$ cat src/source/lke_pkg.sv
package lke_pkg;

    // ============================================================
    // Data path widths
    // ============================================================
    parameter int ctrl_width  = 64;
    parameter int phv_width   = 64;
    parameter int key_width   = 20;
    parameter int vlan_width  = 12;

    // VLAN id position inside the PHV
    parameter int vlan_lsb    = 16;

    // Entry layout is key in the low bits, VLAN above it
    parameter int entry_width = key_width + vlan_width;
    parameter int cam_depth   = 16;
    parameter int addr_width  = $clog2(cam_depth);

    // ============================================================
    // Control word header fields
    // ============================================================
    // mod_id is stage in the upper 5 bits, lookup in the lower 3
    parameter int mod_id_lsb   = 48;
    parameter int mod_id_width = 8;
    parameter int resv_lsb     = 56;
    parameter int resv_width   = 4;
    parameter int flag_lsb     = 16;
    parameter int flag_width   = 16;
    parameter int index_lsb    = 0;
    parameter int index_width  = 8;

    // Magic value marking a CAM configuration packet
    parameter logic [flag_width-1:0] cam_cfg_flag = 16'hf2f1;

    typedef logic [ctrl_width-1:0]  ctrl_word_t;
    typedef logic [phv_width-1:0]   phv_t;
    typedef logic [entry_width-1:0] cam_entry_t;
    typedef logic [addr_width-1:0]  cam_addr_t;

    // Address reported when nothing matches
    parameter cam_addr_t miss_addr = 4'd15;

endpackage
$ cat src/source/lke_cam_top.sv
`timescale 1ns/1ps

module lke_cam_top
    import lke_pkg::*;
#(
    parameter logic [4:0] stage_id  = 5'd2,
    parameter logic [2:0] lookup_id = 3'd2
) (
    input  logic                 clk,
    input  logic                 rst_n,

    // Data path in
    input  logic                 key_valid,
    input  logic [key_width-1:0] extract_key,
    input  phv_t                 phv_in,
    output logic                 ready_out,

    // Data path out
    output phv_t                 phv_out,
    output logic                 phv_out_valid,
    output logic                 if_match,
    output cam_addr_t            match_addr,
    input  logic                 ready_in,

    // Control path
    input  logic                 c_in_valid,
    input  ctrl_word_t           c_in_data,
    input  logic                 c_in_last,
    output logic                 c_out_valid,
    output ctrl_word_t           c_out_data,
    output logic                 c_out_last
);

    // Parser to table
    logic       wr_en;
    cam_addr_t  wr_addr;
    cam_entry_t wr_data;

    // Lookup stage to table and back
    cam_entry_t cmp_word;
    logic       hit;
    cam_addr_t  hit_addr;

    // ============================================================
    // Control path
    // ============================================================
    cam_config_parser #(
        .stage_id  (stage_id),
        .lookup_id (lookup_id)
    ) cam_config_parser_i (
        .clk         (clk),
        .rst_n       (rst_n),
        .c_in_valid  (c_in_valid),
        .c_in_data   (c_in_data),
        .c_in_last   (c_in_last),
        .c_out_valid (c_out_valid),
        .c_out_data  (c_out_data),
        .c_out_last  (c_out_last),
        .wr_en       (wr_en),
        .wr_addr     (wr_addr),
        .wr_data     (wr_data)
    );

    cam_table cam_table_i (
        .clk      (clk),
        .rst_n    (rst_n),
        .wr_en    (wr_en),
        .wr_addr  (wr_addr),
        .wr_data  (wr_data),
        .cmp_word (cmp_word),
        .hit      (hit),
        .hit_addr (hit_addr)
    );

    // ============================================================
    // Data path
    // ============================================================
    cam_lookup_stage cam_lookup_stage_i (
        .clk           (clk),
        .rst_n         (rst_n),
        .key_valid     (key_valid),
        .extract_key   (extract_key),
        .phv_in        (phv_in),
        .ready_out     (ready_out),
        .ready_in      (ready_in),
        .cmp_word      (cmp_word),
        .hit           (hit),
        .hit_addr      (hit_addr),
        .phv_out       (phv_out),
        .phv_out_valid (phv_out_valid),
        .if_match      (if_match),
        .match_addr    (match_addr)
    );

endmodule

$ cat src/source/cam_lookup_stage.sv
`timescale 1ns/1ps

module cam_lookup_stage
    import lke_pkg::*;
(
    input  logic                 clk,
    input  logic                 rst_n,

    // Key and PHV from the extractor
    input  logic                 key_valid,
    input  logic [key_width-1:0] extract_key,
    input  phv_t                 phv_in,
    output logic                 ready_out,

    // Downstream handshake
    input  logic                 ready_in,

    // CAM compare port
    output cam_entry_t           cmp_word,
    input  logic                 hit,
    input  cam_addr_t            hit_addr,

    // Result to the next stage
    output phv_t                 phv_out,
    output logic                 phv_out_valid,
    output logic                 if_match,
    output cam_addr_t            match_addr
);

    typedef enum logic [1:0] {
        st_idle,
        st_wait,
        st_halt
    } lookup_state_t;

    lookup_state_t state;

    phv_t phv_reg;
    logic accept;
    logic issue;

    // A new key may enter in the same cycle the held one leaves
    assign ready_out = (state == st_idle) || ((state == st_wait) && ready_in);
    assign accept    = key_valid && ready_out;
    assign issue     = (state != st_idle) && ready_in;

    // ============================================================
    // Key capture
    // ============================================================
    always_ff @(posedge clk) begin
        if (accept) begin
            phv_reg  <= phv_in;
            cmp_word <= {phv_in[vlan_lsb +: vlan_width], extract_key};
        end
    end

    // ============================================================
    // Issue FSM
    // ============================================================
    always_ff @(posedge clk or negedge rst_n) begin
        if (!rst_n) begin
            state         <= st_idle;
            phv_out       <= '0;
            phv_out_valid <= 1'b0;
            if_match      <= 1'b0;
            match_addr    <= '0;
        end else begin
            phv_out_valid <= 1'b0;

            // Table answer is taken at the issue edge
            if (issue) begin
                phv_out       <= phv_reg;
                phv_out_valid <= 1'b1;
                if_match      <= hit;
                match_addr    <= hit_addr;
            end

            case (state)
                st_idle: begin
                    if (accept) begin
                        state <= st_wait;
                    end
                end
                st_wait: begin
                    if (!ready_in) begin
                        state <= st_halt;
                    end else if (!accept) begin
                        state <= st_idle;
                    end
                end
                st_halt: begin
                    if (ready_in) begin
                        state <= st_idle;
                    end
                end
                default: begin
                    state <= st_idle;
                end
            endcase
        end
    end

endmodule

$ cat src/source/cam_table.sv
`timescale 1ns/1ps

module cam_table
    import lke_pkg::*;
(
    input  logic       clk,
    input  logic       rst_n,

    // Write port from the config parser
    input  logic       wr_en,
    input  cam_addr_t  wr_addr,
    input  cam_entry_t wr_data,

    // Compare port
    input  cam_entry_t cmp_word,
    output logic       hit,
    output cam_addr_t  hit_addr
);

    cam_entry_t             entries [cam_depth];
    logic [cam_depth-1:0]   entry_valid;

    // ============================================================
    // Storage
    // ============================================================
    // Valid bits come up cleared so an empty table never matches
    always_ff @(posedge clk or negedge rst_n) begin
        if (!rst_n) begin
            entry_valid <= '0;
        end else if (wr_en) begin
            entry_valid[wr_addr] <= 1'b1;
        end
    end

    always_ff @(posedge clk) begin
        if (wr_en) begin
            entries[wr_addr] <= wr_data;
        end
    end

    // ============================================================
    // Parallel compare
    // ============================================================
    // Scan from the top down so the lowest matching address is left last
    always_comb begin
        hit      = 1'b0;
        hit_addr = miss_addr;
        for (int i = cam_depth - 1; i >= 0; i--) begin
            if (entry_valid[i] && (entries[i] == cmp_word)) begin
                hit      = 1'b1;
                hit_addr = cam_addr_t'(i);
            end
        end
    end

endmodule

$ cat src/source/cam_config_parser.sv
`timescale 1ns/1ps

module cam_config_parser
    import lke_pkg::*;
#(
    parameter logic [4:0] stage_id  = 5'd2,
    parameter logic [2:0] lookup_id = 3'd2
) (
    input  logic       clk,
    input  logic       rst_n,

    // Control stream in
    input  logic       c_in_valid,
    input  ctrl_word_t c_in_data,
    input  logic       c_in_last,

    // Control stream out, bypass beats only
    output logic       c_out_valid,
    output ctrl_word_t c_out_data,
    output logic       c_out_last,

    // CAM write port
    output logic       wr_en,
    output cam_addr_t  wr_addr,
    output cam_entry_t wr_data
);

    typedef enum logic [1:0] {
        st_idle,
        st_first_entry,
        st_next_entry
    } cfg_state_t;

    cfg_state_t state;

    logic [mod_id_width-1:0] mod_id;
    logic [resv_width-1:0]   resv;
    logic [flag_width-1:0]   control_flag;
    logic [index_width-1:0]  hdr_index;
    logic                    hdr_match;
    ctrl_word_t              swapped;

    // ============================================================
    // Header decode
    // ============================================================
    assign mod_id       = c_in_data[mod_id_lsb +: mod_id_width];
    assign resv         = c_in_data[resv_lsb +: resv_width];
    assign control_flag = c_in_data[flag_lsb +: flag_width];
    assign hdr_index    = c_in_data[index_lsb +: index_width];

    assign hdr_match = (mod_id == {stage_id, lookup_id})
                    && (control_flag == cam_cfg_flag)
                    && (resv == '0);

    // Little-endian to big-endian, whole word
    always_comb begin
        for (int b = 0; b < ctrl_width / 8; b++) begin
            swapped[8*b +: 8] = c_in_data[ctrl_width - 8 - 8*b +: 8];
        end
    end

    // ============================================================
    // Control FSM
    // ============================================================
    always_ff @(posedge clk or negedge rst_n) begin
        if (!rst_n) begin
            state       <= st_idle;
            c_out_valid <= 1'b0;
            c_out_data  <= '0;
            c_out_last  <= 1'b0;
            wr_en       <= 1'b0;
            wr_addr     <= '0;
            wr_data     <= '0;
        end else begin
            // Strobes drop unless set below
            wr_en       <= 1'b0;
            c_out_valid <= 1'b0;
            c_out_last  <= 1'b0;

            case (state)
                st_idle: begin
                    if (c_in_valid) begin
                        if (hdr_match) begin
                            // Header is consumed, index becomes the first write address
                            wr_addr <= hdr_index[addr_width-1:0];
                            if (!c_in_last) begin
                                state <= st_first_entry;
                            end
                        end else begin
                            c_out_valid <= 1'b1;
                            c_out_data  <= c_in_data;
                            c_out_last  <= c_in_last;
                        end
                    end
                end

                st_first_entry: begin
                    if (c_in_valid) begin
                        wr_en   <= 1'b1;
                        wr_data <= swapped[entry_width-1:0];
                        state   <= c_in_last ? st_idle : st_next_entry;
                    end
                end

                st_next_entry: begin
                    if (c_in_valid) begin
                        wr_en   <= 1'b1;
                        wr_data <= swapped[entry_width-1:0];
                        wr_addr <= wr_addr + 1'b1;
                        if (c_in_last) begin
                            state <= st_idle;
                        end
                    end
                end

                default: begin
                    state <= st_idle;
                end
            endcase
        end
    end

endmodule

$ cat config.mk
export PLATFORM = sky130hd
export DESIGN_NAME = lke_cam_top
export DESIGN_NICKNAME = d
export VERILOG_FILES = /design/src/source/lke_pkg.sv /design/src/source/lke_cam_top.sv /design/src/source/cam_lookup_stage.sv /design/src/source/cam_table.sv /design/src/source/cam_config_parser.sv
export SDC_FILE = /design/constraint.sdc
export NUM_CORES = 1
export LEC_CHECK = 0
export BUFFER_PORTS_ARGS = -buffer_cell sky130_fd_sc_hd__buf_4
export CORE_MARGIN = 4
export CORE_UTILIZATION = 29
export CTS_CLUSTER_SIZE = 12
export DETAILED_ROUTE_END_ITERATION = 8
export SYNTH_ARGS = -nofsm -noshare
export SYNTH_HDL_FRONTEND = slang
export SYNTH_HIERARCHICAL = 1
export SYNTH_SLANG_ARGS = --single-unit
$ cat constraint.sdc
create_clock -name clk -period 6.8 [get_ports clk]
set_input_delay 1.02 -clock clk [delete_from_list [all_inputs] [get_ports clk]]
set_output_delay 1.02 -clock clk [all_outputs]
set_load 0.005 [all_outputs]
# == After elaboration in Yosys (flattened, before gate mapping) ==
# Memory sizes are Yosys's and may differ from the RTL's.
# Cells that the tools add are included.
# word_totals
latch_bits,0
rom_bits,0
output_inout_bits,137
memories,1
wordCells,147
inputBits,154
ram_bits,512
regBits,289
# classes
n_eq_ne,31
div,0
mux,61
multipliers,0
bitwise,2
order_cmp,2
addsub,1
shift,0
n_reduce_logical,34
# memory_table
name,depth,width,read_ports,rd_clocked_by_memory_dff,wr,line,source
cam_table_i.entries,16,32,16,0,1,cam_table.sv:20,cam_entry_t entries [cam_depth];
# ops
operator,count
== test 32 bit,16
2-to-1 mux 4 bit,11
2-to-1 mux 1 bit,29
2-to-1 mux 2 bit,13
logical AND 1 bit,22
"== test 16 bit, second input constant",1
OR 16 bit,1
2-to-1 mux 3 bit,4
"!= test 2 bit, second input constant",6
one-hot mux 2 bit (3 select lines),2
"== test 8 x 5 -> 1 bit, second input constant",1
one-hot mux 4 bit (2 select lines),1
AND reduction 3 bit,2
AND reduction 6 bit,1
"< comparator 4 x 5 -> 1 bit, second input constant",1
"adder 4 x 1 -> 4 bit, second input constant",1
demux 1 bit (select 4 bit),1
"== test 2 x 1 -> 1 bit, second input constant",2
"== test 2 bit, second input constant",2
">= comparator 4 x 1 -> 1 bit, second input constant",1
logical NOT 2 bit,2
logical NOT 4 bit,1
"!= test 2 x 1 -> 1 bit, second input constant",2
AND reduction 4 bit,1
other kinds (6),7

# == Logic depth before layout (Yosys ltp) ==
# An unclocked memory read counts as a cell.
# logic_depth
depth_word,19
ltp_mapped,13
ltp_nobuf,10

# == Hierarchy ==
# Netlist, hierarchy kept.
# modules_own_cells
module,seq_area_each_um2,cells_per_inst,area_each_um2,n_inst
cam_table,15775.1,1352,22223.8,1
cam_lookup_stage,4324.1,253,5326.4,1
cam_config_parser,2627.5,261,4155.2,1

# == Least setup slack after synthesis ==
# No wires, ideal clock.
# synth_timing
path_kind,input to register
from,input key_valid
to,"register cam_lookup_stage_i.cmp_word[0], enable pin"
cell_stages,2
n_path_buf,0
setup_ns,0.651
t_required_ns,6.149
slack_ns,-1.069
arrival_ns,7.218
path_cell_list,inv_1 a211oi_1
# synth_between
elab_chain_len,1
# synth_rtl
item,line,source
from (decl),lke_cam_top.sv:13,"input logic key_valid,"
logical AND 1 bit,cam_lookup_stage.sv:44,assign accept = key_valid && ready_out;
net cam_lookup_stage_i.accept,cam_lookup_stage.sv:39,logic accept;
to (signal assigned),cam_lookup_stage.sv:53,"cmp_word <= {phv_in[vlan_lsb +: vlan_width], extract_key};"
to (decl),cam_lookup_stage.sv:19,"output cam_entry_t cmp_word,"
# The timed path passes the listed nets, and every way through them passes these cells.
# A chain may end at the register's enable or synchronous reset.

# == Final worst setup path ==
# layout_timing
from,register cam_lookup_stage_i.cmp_word[5]
to,register cam_lookup_stage_i.match_addr[0]
# layout_between
elab_chain_len,17
word_cells_on_any_way,45
cone_classes,eq/ne: 15; mux: 15; reduce/logical: 15
# layout_rtl
item,line,source
== test 32 bit,cam_table.sv:49,if (entry_valid[i] && (entries[i] == cmp_word)) begin
logical AND 1 bit,cam_table.sv:49,
2-to-1 mux 1 bit,cam_table.sv:49,
2-to-1 mux 2 bit (2 in series),cam_table.sv:49,
2-to-1 mux 3 bit (4 in series),cam_table.sv:49,
2-to-1 mux 4 bit (7 in series),cam_table.sv:49,
2-to-1 mux 4 bit *,cam_table.sv:49,
net hit_addr[0],lke_cam_top.sv:42,cam_addr_t hit_addr;
to (signal assigned),cam_lookup_stage.sv:75,match_addr <= hit_addr;
to (decl),cam_lookup_stage.sv:27,output cam_addr_t match_addr
# The timed path passes the listed nets; every way through them passes the cells marked *.

==> results.sh <==
export IMPL_power_w=0.01386
export IMPL_grt_use_total_pct=16.10
export IMPL_tightest_slew_ns=1.458
export IMPL_drv_slew=0
export IMPL_nNetsFinal=2359
export IMPL_cp_start_kind="flip-flop"
export IMPL_top_register="cam_table_i/entries"
export IMPL_rows=121
export IMPL_synth_top_cells_by_count="596 x edfxtp_1, 359 x xnor2_1, 193 x dfrtp_1, 154 x xor2_1, 126 x mux2_2"
export IMPL_yosysMostFrequentCell="edfxtp_1"
export IMPL_min_period_ns=3.997
export IMPL_synthDistinctLibCells=50
export IMPL_cts_clk_slew_worst_paths_ns=0.06
export IMPL_finalWirelength_um=94440
export IMPL_cts_root_buf="clkbuf_16"
export IMPL_slew_headroom_pct=2.821
export IMPL_synth_edf_count=596
export IMPL_finalHoldViolations=0
export IMPL_finalWeightedCongestion=0.8619
export IMPL_cts_hold_buf=0
export IMPL_rsz0062_at_grt="no"
export IMPL_syn_inst=1866
export IMPL_initial_core_util_pct=29.17
export IMPL_p_per_area_nw_per_um2=365.9
export IMPL_fp_dieH_um=338.7
export IMPL_die_area_um2=114700
export IMPL_grt_start_max_net_pins=98
export IMPL_max_freq_ghz=0.2502
export IMPL_dr_pass1_iters=6
export IMPL_ctsResizeCount=0
export IMPL_cts_sinks=789
export IMPL_cts_buffers=80
export IMPL_finalClockSkew_ns=0.03283
export IMPL_cp_end_kind="flip-flop"
export IMPL_syn_num_nets=2024
export IMPL_core_um2=108700
export IMPL_synth_top_area_share_pct=56.45
export IMPL_route_detailed_wl_per_inst_um=25.68
export IMPL_fp_dieW_um=338.7
export IMPL_critPathRequiredTime_ns=7.33
export IMPL_cp_max_fo=9
export IMPL_drtAntennaViolNets=0
export IMPL_synthArstFlopShare_pct=24.46
export IMPL_largest_register_ffs=512
export IMPL_period_share_pct=58.77
export IMPL_outcome="finished clean"
export IMPL_yosysTopAreaCell="edfxtp_1"
export IMPL_final_layout_size_suffix_gt1_share_pct=27.07
export IMPL_design_area_um2=37870
export IMPL_avgViaCountPerCell=4.807
export IMPL_io_pins=291
export IMPL_grt_pass1_wl_um=134500
export IMPL_gr_max_usage_layer="met2"
export IMPL_drv_cap=0
export IMPL_grt_overflow=0
export IMPL_vias=17680
export IMPL_final_cell_count_no_fill=3677
export IMPL_nFillCells=10350
export IMPL_hp_class="in2async"
export IMPL_met3_usage_pct=3.334
export IMPL_cts_max_level=3
export IMPL_setup_tns_ns=0
export IMPL_drc=0
export IMPL_ir_drop_uv=235.6
export IMPL_ys_flop_type="edfxtp_1"
export IMPL_synth_area_leaders="edfxtp_1 56%, dfrtp_1 15%, xnor2_1 9.9%"
export IMPL_port_buffers=290
export IMPL_syn_to_final_growth_pct=19.44
export IMPL_synth_area_um2=31710
export IMPL_post_cts_buffers=0
export IMPL_post_dp_cell_area_um2=35480
export IMPL_setup_viol=0
export IMPL_clock_latency_ns=0.65
export IMPL_grt_antenna_before_repair=7
export IMPL_synth_seq_cells=789
export IMPL_dp_cells=3533
export IMPL_leakage_nw=13.13
export IMPL_fin_util_pct=34.84
export IMPL_grtUsageMet2_pct=27.86
export IMPL_reg_top3="cam_table_i/entries (512), cam_config_parser_i/c_out_data (64), cam_lookup_stage_i/phv_out (64)"
export IMPL_ys_seq_area_share_pct=71.68
export IMPL_hpwl_um=57820
export IMPL_clockBufferDepth=3
export IMPL_drt_initial_drc_count=1595
export IMPL_yosysWarnings=6
export IMPL_criticalPathCategory="reg2reg"
export IMPL_syn_avg_cell_area_um2=16.99
export IMPL_arrival_ns=4.53
export IMPL_cts_tree="yes"
export IMPL_grt_pass1_vias=18590
export IMPL_met1_usage_pct=19.67
[power breakdown]
group | total [W] | internal (W) | switching [W] | leakage [nW]
Combinational | 0.00249 | 0.00112 | 0.00137 | 4.28
Sequential | 0.00720 | 0.00626 | 0.000941 | 7.71
Clock | 0.00416 | 0.00232 | 0.00184 | 1.14
Total | 0.0139 | 0.00971 | 0.00415 | 13.1
[metrics by stage]
stage,hold slack (ns),setup WS (ns)
2_1_floorplan,0.4302,1.826
3_3_place_gp,0.4386,2.866
3_5_place_dp,0.4517,2.889
4_1_cts,0.4512,2.882
5_1_grt,0.4799,2.829
6_report,0.4297,2.803
[routing by layer]
layer / vias up / share of wire, %
met5: - / 0.029
met4: 4 / 4.1
met3: 196 / 8.0
met2: 848 / 49
met1: 9198 / 38
li1: 7431 / -
[final timing paths]
check	start	endpoint	slack [ns]	depth (start not counted)
max	cam_lookup_stage_i/cmp_word[5]$_DFFE_PP_	cam_lookup_stage_i/match_addr[0]$_DFFE_PN0P_	2.80	11
max in group asynchronous	rst_n	cam_config_parser_i/c_out_data[41]$_DFFE_PN0P_	4.90	2
min in group clk	cam_lookup_stage_i/phv_reg[2]$_DFFE_PP_	cam_lookup_stage_i/phv_out[2]$_DFFE_PN0P_	0.45	1
max reg2reg	cam_lookup_stage_i/cmp_word[5]$_DFFE_PP_	cam_lookup_stage_i/match_addr[0]$_DFFE_PN0P_	2.80	11
min reg2reg	cam_lookup_stage_i/phv_reg[2]$_DFFE_PP_	cam_lookup_stage_i/phv_out[2]$_DFFE_PN0P_	0.45	1
min	rst_n	cam_lookup_stage_i/phv_out[7]$_DFFE_PN0P_	0.43	1
[final cells by class]
| class | instances | area (um^2) | share of cell area, % |
|---|---|---|---|
| tap | 1414 | 1769 | 4.672 |
| antenna | 2 | 5.005 | 0.01322 |
| clock inverter | 10 | 110.1 | 0.2908 |
| clock buffer | 132 | 2278 | 6.017 |
| multi-input combinational | 970 | 8318 | 21.97 |
| inverter | 13 | 48.80 | 0.1289 |
| sequential | 789 | 22730 | 60.01 |
| timing repair buffer | 347 | 2613 | 6.899 |
[worst max-delay path, stage by stage, from the launching register on]
cell      delay, ns
edfxtp_1       0.97
buf_4          0.39
xnor2_1        0.15
nand4_1        0.11
nor4_1         1.00
nand3_1        0.24
o21ai_0        0.15
a21oi_1        0.09
o21ai_1        0.18
a21oi_1        0.09
o221a_1        0.23
mux2_2         0.26
[logic make-up (layout without fill, tap and decap cells)]
kind of cell | Yosys count | after routing | synth area share (%)
AO/OA/AOI/OAI | 26 | 26 | 0.5762
other | 0 | 2 | 0
multiplexers | 171 | 171 | 6.093
flip-flops | 789 | 789 | 71.68
AND/OR/NAND/NOR | 256 | 256 | 4.826
adder cells (fa/ha/maj) | 4 | 4 | 0.1579
buffers and inverters | 107 | 502 | 2.494
XOR/XNOR | 513 | 513 | 14.17
[cell usage in the layout, fill, tap and decap left out, drive strengths merged, types with 2 or more instances in the layout]
master,instances
ha,4
nand3b,2
xor2,154
clkbuf,132
nor3,11
a21oi,10
clkinv,8
nand4,93
xnor2,359
nor2,21
and3,3
or2,16
nor4b,3
diode,2
mux2,170
nand3,24
or4,10
edfxtp,596
nor4,50
buf,347
a211oi,2
nand2,11
o21ai,6
nand2b,7
inv,13
dfrtp,193
Power figures use the tool's default switching activity.
